## config.mk

```make
export PLATFORM = sky130hd
export DESIGN_NAME = lc3b_cpu
export DESIGN_NICKNAME = d
export VERILOG_FILES = /design/src/source/lc3b_types.sv /design/src/source/lc3b_pipe.sv /design/src/source/control_rom.sv /design/src/source/regfile.sv /design/src/source/alu.sv /design/src/source/data_forwarding.sv /design/src/source/fetch_unit.sv /design/src/source/data_port.sv /design/src/source/datapath.sv /design/src/source/lc3b_cpu.sv
export SDC_FILE = /design/constraint.sdc
export NUM_CORES = 1
export LEC_CHECK = 0
export ABC_AREA = 1
export BUFFER_PORTS_ARGS = -buffer_cell sky130_fd_sc_hd__buf_2
export CAP_MARGIN = 30
export CORE_UTILIZATION = 55
export CTS_CLUSTER_SIZE = 12
export DETAILED_ROUTE_END_ITERATION = 12
export PLACE_DENSITY = 0.73
export SYNTH_ARGS = -nofsm -noshare
export SYNTH_HDL_FRONTEND = slang
export SYNTH_SLANG_ARGS = --single-unit
```

## constraint.sdc

```tcl
create_clock -name clk -period 7.7 [get_ports clk]
set_input_delay 0.385 -clock clk [delete_from_list [all_inputs] [get_ports clk]]
set_output_delay 0.385 -clock clk [all_outputs]
set_load 0.02 [all_outputs]
```

## src/source/lc3b_types.sv

```systemverilog
package lc3b_types;

typedef logic [15:0] lc3b_word;
typedef logic [2:0] lc3b_reg;
typedef logic [2:0] lc3b_nzp;

typedef enum logic [3:0] {
	op_br   = 4'b0000,
	op_add  = 4'b0001,
	op_ldb  = 4'b0010,
	op_stb  = 4'b0011,
	op_jsr  = 4'b0100,
	op_and  = 4'b0101,
	op_ldr  = 4'b0110,
	op_str  = 4'b0111,
	op_rti  = 4'b1000,
	op_not  = 4'b1001,
	op_ldi  = 4'b1010,
	op_sti  = 4'b1011,
	op_jmp  = 4'b1100,
	op_shf  = 4'b1101,
	op_lea  = 4'b1110,
	op_trap = 4'b1111
} lc3b_opcode;

// BR with nzp zero, never taken
localparam lc3b_word nop_word = 16'h0000;

// Instruction fields
localparam int op_hi = 15;
localparam int op_lo = 12;
localparam int dr_hi = 11;
localparam int dr_lo = 9;
localparam int sr1_hi = 8;
localparam int sr1_lo = 6;
localparam int sr2_hi = 2;
localparam int sr2_lo = 0;
localparam int imm_bit = 5;

endpackage : lc3b_types

```

## src/source/lc3b_pipe.sv

```systemverilog
package lc3b_pipe;

typedef enum logic [1:0] {
	alu_add,
	alu_and,
	alu_not,
	alu_pass
} lc3b_aluop;

// All zero is a bubble
typedef struct packed {
	lc3b_types::lc3b_opcode opcode;
	lc3b_aluop aluop;
	logic imm_sel;
	logic sext_sel;
	logic mem_read;
	logic mem_write;
	logic byte_op;
	logic load_regfile;
	logic load_cc;
	logic is_branch;
} lc3b_control_word;

typedef struct packed {
	lc3b_types::lc3b_word pc;
	lc3b_types::lc3b_reg dest;
	lc3b_types::lc3b_reg sr1;
	lc3b_types::lc3b_reg sr2;
	lc3b_types::lc3b_nzp nzp;
	logic [8:0] offset9;
	lc3b_types::lc3b_word immediate;
} lc3b_passed_vals;

typedef struct packed {
	lc3b_types::lc3b_word address;
	lc3b_types::lc3b_word wdata;
	logic read;
	logic write;
	logic [1:0] byte_enable;
} mem_req_t;

typedef struct packed {
	logic resp;
	lc3b_types::lc3b_word rdata;
} mem_rsp_t;

localparam lc3b_types::lc3b_word reset_pc = 16'h0000;

endpackage : lc3b_pipe

```

## src/source/control_rom.sv

```systemverilog
`timescale 1ns/1ns

module control_rom (
	input lc3b_types::lc3b_word instr,
	output lc3b_pipe::lc3b_control_word ctrl
);

lc3b_types::lc3b_opcode opcode;

assign opcode = lc3b_types::lc3b_opcode'(instr[lc3b_types::op_hi:lc3b_types::op_lo]);

always_comb begin
	ctrl = '0;
	case (opcode)
		lc3b_types::op_add, lc3b_types::op_and: begin
			ctrl.opcode = opcode;
			ctrl.aluop = (opcode == lc3b_types::op_add) ? lc3b_pipe::alu_add : lc3b_pipe::alu_and;
			ctrl.imm_sel = instr[lc3b_types::imm_bit];
			ctrl.load_regfile = 1'b1;
			ctrl.load_cc = 1'b1;
		end
		lc3b_types::op_not: begin
			ctrl.opcode = opcode;
			ctrl.aluop = lc3b_pipe::alu_not;
			ctrl.load_regfile = 1'b1;
			ctrl.load_cc = 1'b1;
		end
		lc3b_types::op_ldr, lc3b_types::op_ldb: begin
			ctrl.opcode = opcode;
			ctrl.aluop = lc3b_pipe::alu_add;
			ctrl.imm_sel = 1'b1;
			ctrl.sext_sel = 1'b1;
			ctrl.mem_read = 1'b1;
			ctrl.byte_op = (opcode == lc3b_types::op_ldb);
			ctrl.load_regfile = 1'b1;
			ctrl.load_cc = 1'b1;
		end
		lc3b_types::op_str, lc3b_types::op_stb: begin
			ctrl.opcode = opcode;
			ctrl.aluop = lc3b_pipe::alu_add;
			ctrl.imm_sel = 1'b1;
			ctrl.sext_sel = 1'b1;
			ctrl.mem_write = 1'b1;
			ctrl.byte_op = (opcode == lc3b_types::op_stb);
		end
		lc3b_types::op_br: begin
			// nzp of zero stays a bubble
			if (instr[lc3b_types::dr_hi:lc3b_types::dr_lo] != 3'b000) begin
				ctrl.opcode = opcode;
				ctrl.aluop = lc3b_pipe::alu_pass;
				ctrl.is_branch = 1'b1;
			end
		end
		default: begin
		end
	endcase
end

endmodule : control_rom

```

## src/source/regfile.sv

```systemverilog
`timescale 1ns/1ns

module regfile (
	input logic clk,
	input logic reset,
	input logic load,
	input lc3b_types::lc3b_reg dest,
	input lc3b_types::lc3b_word in,
	input lc3b_types::lc3b_reg src_a,
	input lc3b_types::lc3b_reg src_b,
	output lc3b_types::lc3b_word reg_a,
	output lc3b_types::lc3b_word reg_b
);

lc3b_types::lc3b_word data [8];

always_ff @(posedge clk) begin
	if (reset) begin
		for (int i = 0; i < 8; i++) begin
			data[i] <= '0;
		end
	end else if (load) begin
		data[dest] <= in;
	end
end

// Write-through on a same-cycle read
assign reg_a = (load && dest == src_a) ? in : data[src_a];
assign reg_b = (load && dest == src_b) ? in : data[src_b];

endmodule : regfile

```

## src/source/alu.sv

```systemverilog
`timescale 1ns/1ns

module alu (
	input lc3b_pipe::lc3b_aluop aluop,
	input lc3b_types::lc3b_word a,
	input lc3b_types::lc3b_word b,
	output lc3b_types::lc3b_word f
);

always_comb begin
	case (aluop)
		lc3b_pipe::alu_add: begin
			f = a + b;
		end
		lc3b_pipe::alu_and: begin
			f = a & b;
		end
		lc3b_pipe::alu_not: begin
			f = ~a;
		end
		lc3b_pipe::alu_pass: begin
			f = b;
		end
		default: begin
			f = b;
		end
	endcase
end

endmodule : alu

```

## src/source/data_forwarding.sv

```systemverilog
`timescale 1ns/1ns

module data_forwarding (
	input lc3b_types::lc3b_word sr1_data,
	input lc3b_types::lc3b_word sr2_data,
	input lc3b_types::lc3b_reg sr1_addr,
	input lc3b_types::lc3b_reg sr2_addr,
	input logic ex_write,
	input lc3b_types::lc3b_reg ex_dest,
	input lc3b_types::lc3b_word ex_data,
	input logic wb_write,
	input lc3b_types::lc3b_reg wb_dest,
	input lc3b_types::lc3b_word wb_data,
	output lc3b_types::lc3b_word sr1_out,
	output lc3b_types::lc3b_word sr2_out
);

// Youngest producer wins
function automatic lc3b_types::lc3b_word pick(input lc3b_types::lc3b_reg addr,
		input lc3b_types::lc3b_word rf_data);
	if (ex_write && ex_dest == addr)
		return ex_data;
	if (wb_write && wb_dest == addr)
		return wb_data;
	return rf_data;
endfunction

always_comb begin
	sr1_out = pick(sr1_addr, sr1_data);
	sr2_out = pick(sr2_addr, sr2_data);
end

endmodule : data_forwarding

```

## src/source/fetch_unit.sv

```systemverilog
`timescale 1ns/1ns

module fetch_unit (
	input logic clk,
	input logic reset,
	input logic stall,
	input logic redirect,
	input lc3b_types::lc3b_word redirect_pc,
	output lc3b_pipe::mem_req_t imem_req,
	input lc3b_pipe::mem_rsp_t imem_rsp,
	output lc3b_types::lc3b_word instr,
	output lc3b_types::lc3b_word instr_pc,
	output logic ready
);

lc3b_types::lc3b_word pc;
lc3b_types::lc3b_word held;
logic have;
logic run;

assign imem_req.address = pc;
assign imem_req.wdata = '0;
assign imem_req.read = run & ~have;
assign imem_req.write = 1'b0;
assign imem_req.byte_enable = 2'b11;

assign ready = have | imem_rsp.resp;
// Fetched word is dropped on a redirect
assign instr = redirect ? lc3b_types::nop_word : (have ? held : imem_rsp.rdata);
assign instr_pc = pc;

always_ff @(posedge clk) begin
	if (reset) begin
		pc <= lc3b_pipe::reset_pc;
		have <= 1'b0;
		run <= 1'b0;
	end else begin
		run <= 1'b1;
		if (!stall) begin
			pc <= redirect ? redirect_pc : pc + 16'd2;
			have <= 1'b0;
		end else if (imem_rsp.resp) begin
			have <= 1'b1;
		end
	end
end

// Keep the word while the rest of the pipe waits
always_ff @(posedge clk) begin
	if (imem_rsp.resp) begin
		held <= imem_rsp.rdata;
	end
end

endmodule : fetch_unit

```

## src/source/data_port.sv

```systemverilog
`timescale 1ns/1ns

module data_port (
	input logic clk,
	input logic reset,
	input logic stall,
	input lc3b_pipe::lc3b_control_word ctrl,
	input lc3b_types::lc3b_word address,
	input lc3b_types::lc3b_word wdata,
	output lc3b_pipe::mem_req_t dmem_req,
	input lc3b_pipe::mem_rsp_t dmem_rsp,
	output lc3b_types::lc3b_word rdata,
	output logic ready
);

lc3b_types::lc3b_word held;
logic done;
logic access;

assign access = ctrl.mem_read | ctrl.mem_write;

assign dmem_req.address = address;
assign dmem_req.wdata = ctrl.byte_op ? {2{wdata[7:0]}} : wdata;
assign dmem_req.read = ctrl.mem_read & ~done;
assign dmem_req.write = ctrl.mem_write & ~done;
assign dmem_req.byte_enable = ctrl.byte_op ? (address[0] ? 2'b10 : 2'b01) : 2'b11;

assign ready = ~access | done | dmem_rsp.resp;
assign rdata = done ? held : dmem_rsp.rdata;

// One access per instruction, done until the pipe moves
always_ff @(posedge clk) begin
	if (reset) begin
		done <= 1'b0;
	end else if (!stall) begin
		done <= 1'b0;
	end else if (dmem_rsp.resp) begin
		done <= 1'b1;
	end
end

always_ff @(posedge clk) begin
	if (dmem_rsp.resp) begin
		held <= dmem_rsp.rdata;
	end
end

endmodule : data_port

```

## src/source/datapath.sv

```systemverilog
`timescale 1ns/1ns

module datapath (
	input logic clk,
	input logic reset,
	input lc3b_types::lc3b_word instr,
	input lc3b_types::lc3b_word instr_pc,
	input logic fetch_ready,
	input logic data_ready,
	output logic stall,
	output logic redirect,
	output lc3b_types::lc3b_word redirect_pc,
	output lc3b_pipe::lc3b_control_word ex_ctrl,
	output lc3b_types::lc3b_word ex_address,
	output lc3b_types::lc3b_word ex_wdata,
	input lc3b_types::lc3b_word load_data
);

lc3b_types::lc3b_word ir, ir_pc;
lc3b_pipe::lc3b_control_word gen_ctrl, id_ctrl, mem_ctrl;
lc3b_pipe::lc3b_passed_vals gen_vals, id_vals, ex_vals, mem_vals;
lc3b_types::lc3b_word id_sr1_data, id_sr2_data;
lc3b_types::lc3b_word mem_alu, mem_rdata;
lc3b_types::lc3b_word reg_a, reg_b, fwd_sr1, fwd_sr2, alu_b, alu_out;
lc3b_types::lc3b_word imm5, offset6, wb_value, branch_target;
lc3b_types::lc3b_nzp cc_reg, cc_now;
logic interlock, taken;

function automatic lc3b_types::lc3b_nzp gen_cc(input lc3b_types::lc3b_word value);
	if (value[15])
		return 3'b100;
	if (value == 16'h0000)
		return 3'b010;
	return 3'b001;
endfunction

assign stall = ~(fetch_ready & data_ready);

// Decode
control_rom i_control_rom (
	.instr(ir),
	.ctrl(gen_ctrl)
);

assign imm5 = {{11{ir[4]}}, ir[4:0]};
// Word offsets are scaled by two
assign offset6 = gen_ctrl.byte_op ? {{10{ir[5]}}, ir[5:0]} : {{9{ir[5]}}, ir[5:0], 1'b0};

always_comb begin
	gen_vals.pc = ir_pc + 16'd2;
	gen_vals.dest = ir[lc3b_types::dr_hi:lc3b_types::dr_lo];
	gen_vals.sr1 = ir[lc3b_types::sr1_hi:lc3b_types::sr1_lo];
	gen_vals.sr2 = gen_ctrl.mem_write ? ir[lc3b_types::dr_hi:lc3b_types::dr_lo]
		: ir[lc3b_types::sr2_hi:lc3b_types::sr2_lo];
	gen_vals.nzp = ir[lc3b_types::dr_hi:lc3b_types::dr_lo];
	gen_vals.offset9 = ir[8:0];
	gen_vals.immediate = gen_ctrl.sext_sel ? offset6 : imm5;
end

regfile i_regfile (
	.clk,
	.reset,
	.load(mem_ctrl.load_regfile & ~stall),
	.dest(mem_vals.dest),
	.in(wb_value),
	.src_a(gen_vals.sr1),
	.src_b(gen_vals.sr2),
	.reg_a,
	.reg_b
);

// Load result or branch CC not ready in time, one bubble
assign interlock = ~taken && ((id_ctrl.mem_read && (gen_ctrl.load_regfile || gen_ctrl.mem_write)
	&& (id_vals.dest == gen_vals.sr1 || id_vals.dest == gen_vals.sr2))
	|| (gen_ctrl.is_branch && id_ctrl.load_cc));

// Execute
data_forwarding i_data_forwarding (
	.sr1_data(id_sr1_data),
	.sr2_data(id_sr2_data),
	.sr1_addr(id_vals.sr1),
	.sr2_addr(id_vals.sr2),
	.ex_write(ex_ctrl.load_regfile),
	.ex_dest(ex_vals.dest),
	.ex_data(ex_address),
	.wb_write(mem_ctrl.load_regfile),
	.wb_dest(mem_vals.dest),
	.wb_data(wb_value),
	.sr1_out(fwd_sr1),
	.sr2_out(fwd_sr2)
);

assign alu_b = id_ctrl.imm_sel ? id_vals.immediate : fwd_sr2;

alu i_alu (
	.aluop(id_ctrl.aluop),
	.a(fwd_sr1),
	.b(alu_b),
	.f(alu_out)
);

assign cc_now = mem_ctrl.load_cc ? gen_cc(wb_value) : cc_reg;
assign branch_target = id_vals.pc + {{6{id_vals.offset9[8]}}, id_vals.offset9, 1'b0};
assign taken = id_ctrl.is_branch && ((id_vals.nzp & cc_now) != 3'b000);
// On an interlock the fetch restarts at the instruction behind ID
assign redirect = taken | interlock;
assign redirect_pc = taken ? branch_target : gen_vals.pc;

// Writeback
always_comb begin
	if (!mem_ctrl.mem_read)
		wb_value = mem_alu;
	else if (!mem_ctrl.byte_op)
		wb_value = mem_rdata;
	else if (mem_alu[0])
		wb_value = {8'h00, mem_rdata[15:8]};
	else
		wb_value = {8'h00, mem_rdata[7:0]};
end

always_ff @(posedge clk) begin
	if (reset) begin
		ir <= lc3b_types::nop_word;
		id_ctrl <= '0;
		ex_ctrl <= '0;
		mem_ctrl <= '0;
		cc_reg <= 3'b010;
	end else if (!stall) begin
		if (!interlock)
			ir <= instr;
		id_ctrl <= redirect ? '0 : gen_ctrl;
		ex_ctrl <= id_ctrl;
		mem_ctrl <= ex_ctrl;
		if (mem_ctrl.load_cc)
			cc_reg <= cc_now;
	end
end

always_ff @(posedge clk) begin
	if (!stall) begin
		if (!interlock)
			ir_pc <= instr_pc;
		id_vals <= gen_vals;
		id_sr1_data <= reg_a;
		id_sr2_data <= reg_b;
		ex_vals <= id_vals;
		ex_address <= alu_out;
		ex_wdata <= fwd_sr2;
		mem_vals <= ex_vals;
		mem_alu <= ex_address;
		mem_rdata <= load_data;
	end
end

endmodule : datapath

```

## src/source/lc3b_cpu.sv

```systemverilog
`timescale 1ns/1ns

module lc3b_cpu (
	input logic clk,
	input logic reset,
	output lc3b_pipe::mem_req_t imem_req,
	input lc3b_pipe::mem_rsp_t imem_rsp,
	output lc3b_pipe::mem_req_t dmem_req,
	input lc3b_pipe::mem_rsp_t dmem_rsp
);

lc3b_types::lc3b_word instr, instr_pc, redirect_pc;
lc3b_types::lc3b_word ex_address, ex_wdata, load_data;
lc3b_pipe::lc3b_control_word ex_ctrl;
logic fetch_ready, data_ready, stall, redirect;

fetch_unit i_fetch_unit (
	.clk,
	.reset,
	.stall,
	.redirect,
	.redirect_pc,
	.imem_req,
	.imem_rsp,
	.instr,
	.instr_pc,
	.ready(fetch_ready)
);

datapath i_datapath (
	.clk,
	.reset,
	.instr,
	.instr_pc,
	.fetch_ready,
	.data_ready,
	.stall,
	.redirect,
	.redirect_pc,
	.ex_ctrl,
	.ex_address,
	.ex_wdata,
	.load_data
);

data_port i_data_port (
	.clk,
	.reset,
	.stall,
	.ctrl(ex_ctrl),
	.address(ex_address),
	.wdata(ex_wdata),
	.dmem_req,
	.dmem_rsp,
	.rdata(load_data),
	.ready(data_ready)
);

endmodule : lc3b_cpu

```

==> flow_metrics.env <==
export IMPL_cts_sinks=372
export IMPL_ant_nets=0
export IMPL_clkTransAtPathRegs_ps=60
export IMPL_diodes=0
export IMPL_max_cap_viol_count=0
export IMPL_viasPerCell=5.91
export IMPL_clockBufferDepth=3
export IMPL_avgSynthCellArea_sq_um=9.05
export IMPL_grt_max_degree=121
export IMPL_syn2layout_area_growth_pct=9.24
export IMPL_rr_worst_depth=24
export IMPL_synth_top_area_cell="edfxtp_1"
export IMPL_min_period_ps=4510
export IMPL_synth_distinct_cells=53
export IMPL_tns_ps=0
export IMPL_cpMostUsedCell="nand2_1"
export IMPL_synth_area_leaders="edfxtp_1 (49%), nand2_1 (7.8%), o21ai_0 (6.6%), dfxtp_1 (5.8%), a21oi_1 (5.6%)"
export IMPL_path_depth=24
export IMPL_syn_area_sq_mm=0.0195
export IMPL_holdPathStages=1
export IMPL_ir_worst_vdd_v=0.000190
export IMPL_dr_first_iter_drc_count=1518
export IMPL_drive_above_1_share=0.0987
export IMPL_vias=15700
export IMPL_crit_buf_inv=3
export IMPL_fmax_ghz=0.222
export IMPL_first_global_vias=14500
export IMPL_antenna_found_initial=1
export IMPL_yosys_cell_count_top_type="nand2_1"
export IMPL_rsz0062_at_grt="false"
export IMPL_portBuffers=88
export IMPL_max_flop_register="i_datapath.i_regfile.data"
export IMPL_worstPathArrival_ps=4800
export IMPL_post_cts_buffers=0
export IMPL_drtPass1Iterations=7
export IMPL_dpl_hpwl_um=36100
export IMPL_cts_root_buffer="clkbuf_16"
export IMPL_relSlewSlack=0.409
export IMPL_clk_latency_ps=550
export IMPL_grt_total_usage=0.292
export IMPL_gr_total_overflow=0
export IMPL_fp_dieW_um=190
export IMPL_cp_start_kind="flop"
export IMPL_cts_made_buffers=41
export IMPL_final_nets=2237
export IMPL_async_flop_share=0
export IMPL_ctsHoldBuffers=0
export IMPL_dieArea_sq_mm=0.0362
export IMPL_drt_wl_total_um=52300
export IMPL_period_share=0.586
export IMPL_synth_edf_count=316
export IMPL_crit_type="reg2reg"
export IMPL_ys_seq_area_frac=0.545
export IMPL_worst_clock_skew_ps=17.4
export IMPL_power_density_mw_per_mm2=266
export IMPL_h_tree_depth=2
export IMPL_routabilityCongestion=0.938
export IMPL_largest_reg_flops=128
export IMPL_place_area_sq_mm=0.0200
export IMPL_synth_top_area_frac=0.487
export IMPL_netlist_top_cells_count="nand2_1 (403), edfxtp_1 (316), o21ai_0 (258), a21oi_1 (218), nor2_1 (197)"
export IMPL_setup_ws_ps=3190
export IMPL_crit_path_cell_trace="inv_1, o22ai_1, a21oi_1, nand2_1, inv_1, o21ai_0, o22ai_1, nand2_1, nand2_1, ha_1, inv_1, fa_1, nand3b_1, nand2_1, a21oi_1, o21ai_0, nand2_1, nand2_1, nand2_1, nand2_1, nand3_1, nand2_1, xor2_1, a2bb2oi_1"
export IMPL_critPathMaxStageDelay_ps=550
export IMPL_start_util=0.561
export IMPL_min_path_type="in2reg"
export IMPL_die_y_um=190
export IMPL_p_leak_nw=8.46
export IMPL_path_max_fanout=24
export IMPL_cp_slowest_cell="inv_1"
export IMPL_grt_pass1_wl_um=81700
export IMPL_rows=68
export IMPL_finalHoldViolations=0
export IMPL_cpLargestDelayFamily="simple AND/OR/NAND/NOR gates"
export IMPL_synthFlopType="edfxtp_1"
export IMPL_core_area_sq_mm=0.0347
export IMPL_setup_viol=0
export IMPL_final_area_sq_mm=0.0213
export IMPL_syn_inst=2152
export IMPL_drc=0
export IMPL_status="finished clean"
export IMPL_cts_resized=0
export IMPL_dp_slack_ps=3240
export IMPL_required_ps=7990
export IMPL_io_pins=108
export IMPL_yosys_warnings=0
export IMPL_tritoncts="done"
export IMPL_worst_pin_slew_ps=887
export IMPL_wl_per_cell_um=19.7
export IMPL_ys_ff_latch=372
export IMPL_reg_largest_list="i_datapath.i_regfile.data (128), i_datapath.id_vals (38)"
export IMPL_cp_end_kind="flop"
export IMPL_finalMaxSlewViolations=0
==> path summary, 6_finish.rpt <==
path,startpoint,to,slack (ps)
min,dmem_rsp[7],i_data_port.held[7],40
min reg2reg,i_datapath.ex_vals[34],i_datapath.mem_vals[34],450
max,i_datapath.mem_vals[35],i_datapath.ex_address[12],3190
max reg2reg,i_datapath.mem_vals[35],i_datapath.ex_address[12],3190
==> stage by stage <==
stage | power [mW] | hold slack, ps | util | std cells
after CTS | 5.65 | 8.09 | 0.612 | 2652
after global routing | 5.89 | 14.8 | 0.613 | 2654
after floorplan | 3.42 | 426 | - | 2169
after detailed placement | 3.79 | 436 | 0.575 | 2577
final | 5.66 | 35.5 | 0.613 | 2654
after global placement | 3.76 | 430 | 0.574 | 2574
==> layout by cell type (no fill, tap or decap), types with 3 or more instances in the layout <==
cell type	n
nand2_1	402
edfxtp_1	316
o21ai_0	258
a21oi_1	218
nor2_1	197
inv_1	178
buf_2	88
nand3_1	73
dfxtp_1	54
o211ai_1	52
clkbuf_16	44
xor2_1	34
ha_1	32
o22ai_1	31
xnor2_1	24
conb_1	19
o2111ai_1	14
nand2_2	12
clkbuf_1	12
buf_4	12
o21ai_1	10
or2_2	9
a21oi_2	9
clkinv_2	9
clkinv_1	8
nand4_1	8
or2_1	7
nor3_1	7
inv_2	6
a211oi_1	3
o31ai_1	3
nand3b_1	3
a31oi_1	3
nand2_4	3
o21ai_2	3
and3_1	3
clkbuf_8	3
==> cells by family (layout without fill, tap and decap cells) <==
family,Yosys count,after routing,synth area share
fa+ha+maj,34,34,0.0226
xor+xnor,58,58,0.0261
flops,372,372,0.545
simple gates,732,732,0.156
mux,2,2,0.00116
other cells,2,19,0.000386
compound gates,615,615,0.175
buf+inv,337,367,0.0739
==> per-layer routing <==
| metal | global-route usage | wire length [um] | up-vias | part of all wire |
|---|---|---|---|---|
| li1 | - | - | 7412 | - |
| met1 | 0.437 | 23300 | 7399 | 0.44 |
| met2 | 0.442 | 23000 | 793 | 0.44 |
| met3 | 0.0459 | 4800 | 92 | 0.092 |
| met4 | 0.0748 | 1210 | 2 | 0.023 |
| met5 | 0 | 10 | - | 0.00019 |
==> power breakdown <==
part | internal, mW | total [mW] | switching (mW)
Sequential | 2.45 | 2.61 | 0.159
Combinational | 0.363 | 1.18 | 0.820
Clock | 1.07 | 1.87 | 0.796
Total | 3.88 | 5.66 | 1.77
==> final cells by class <==
class                      count  area, sq um
clock buffer                  59         1190
clock inverter                16         76.3
fill                        2943        13400
inverter                     187          707
multi-input combinational   1460         7500
sequential                   372        10600
tap                          455          569
timing repair buffer         105          616
Power figures use the tool's default switching activity.
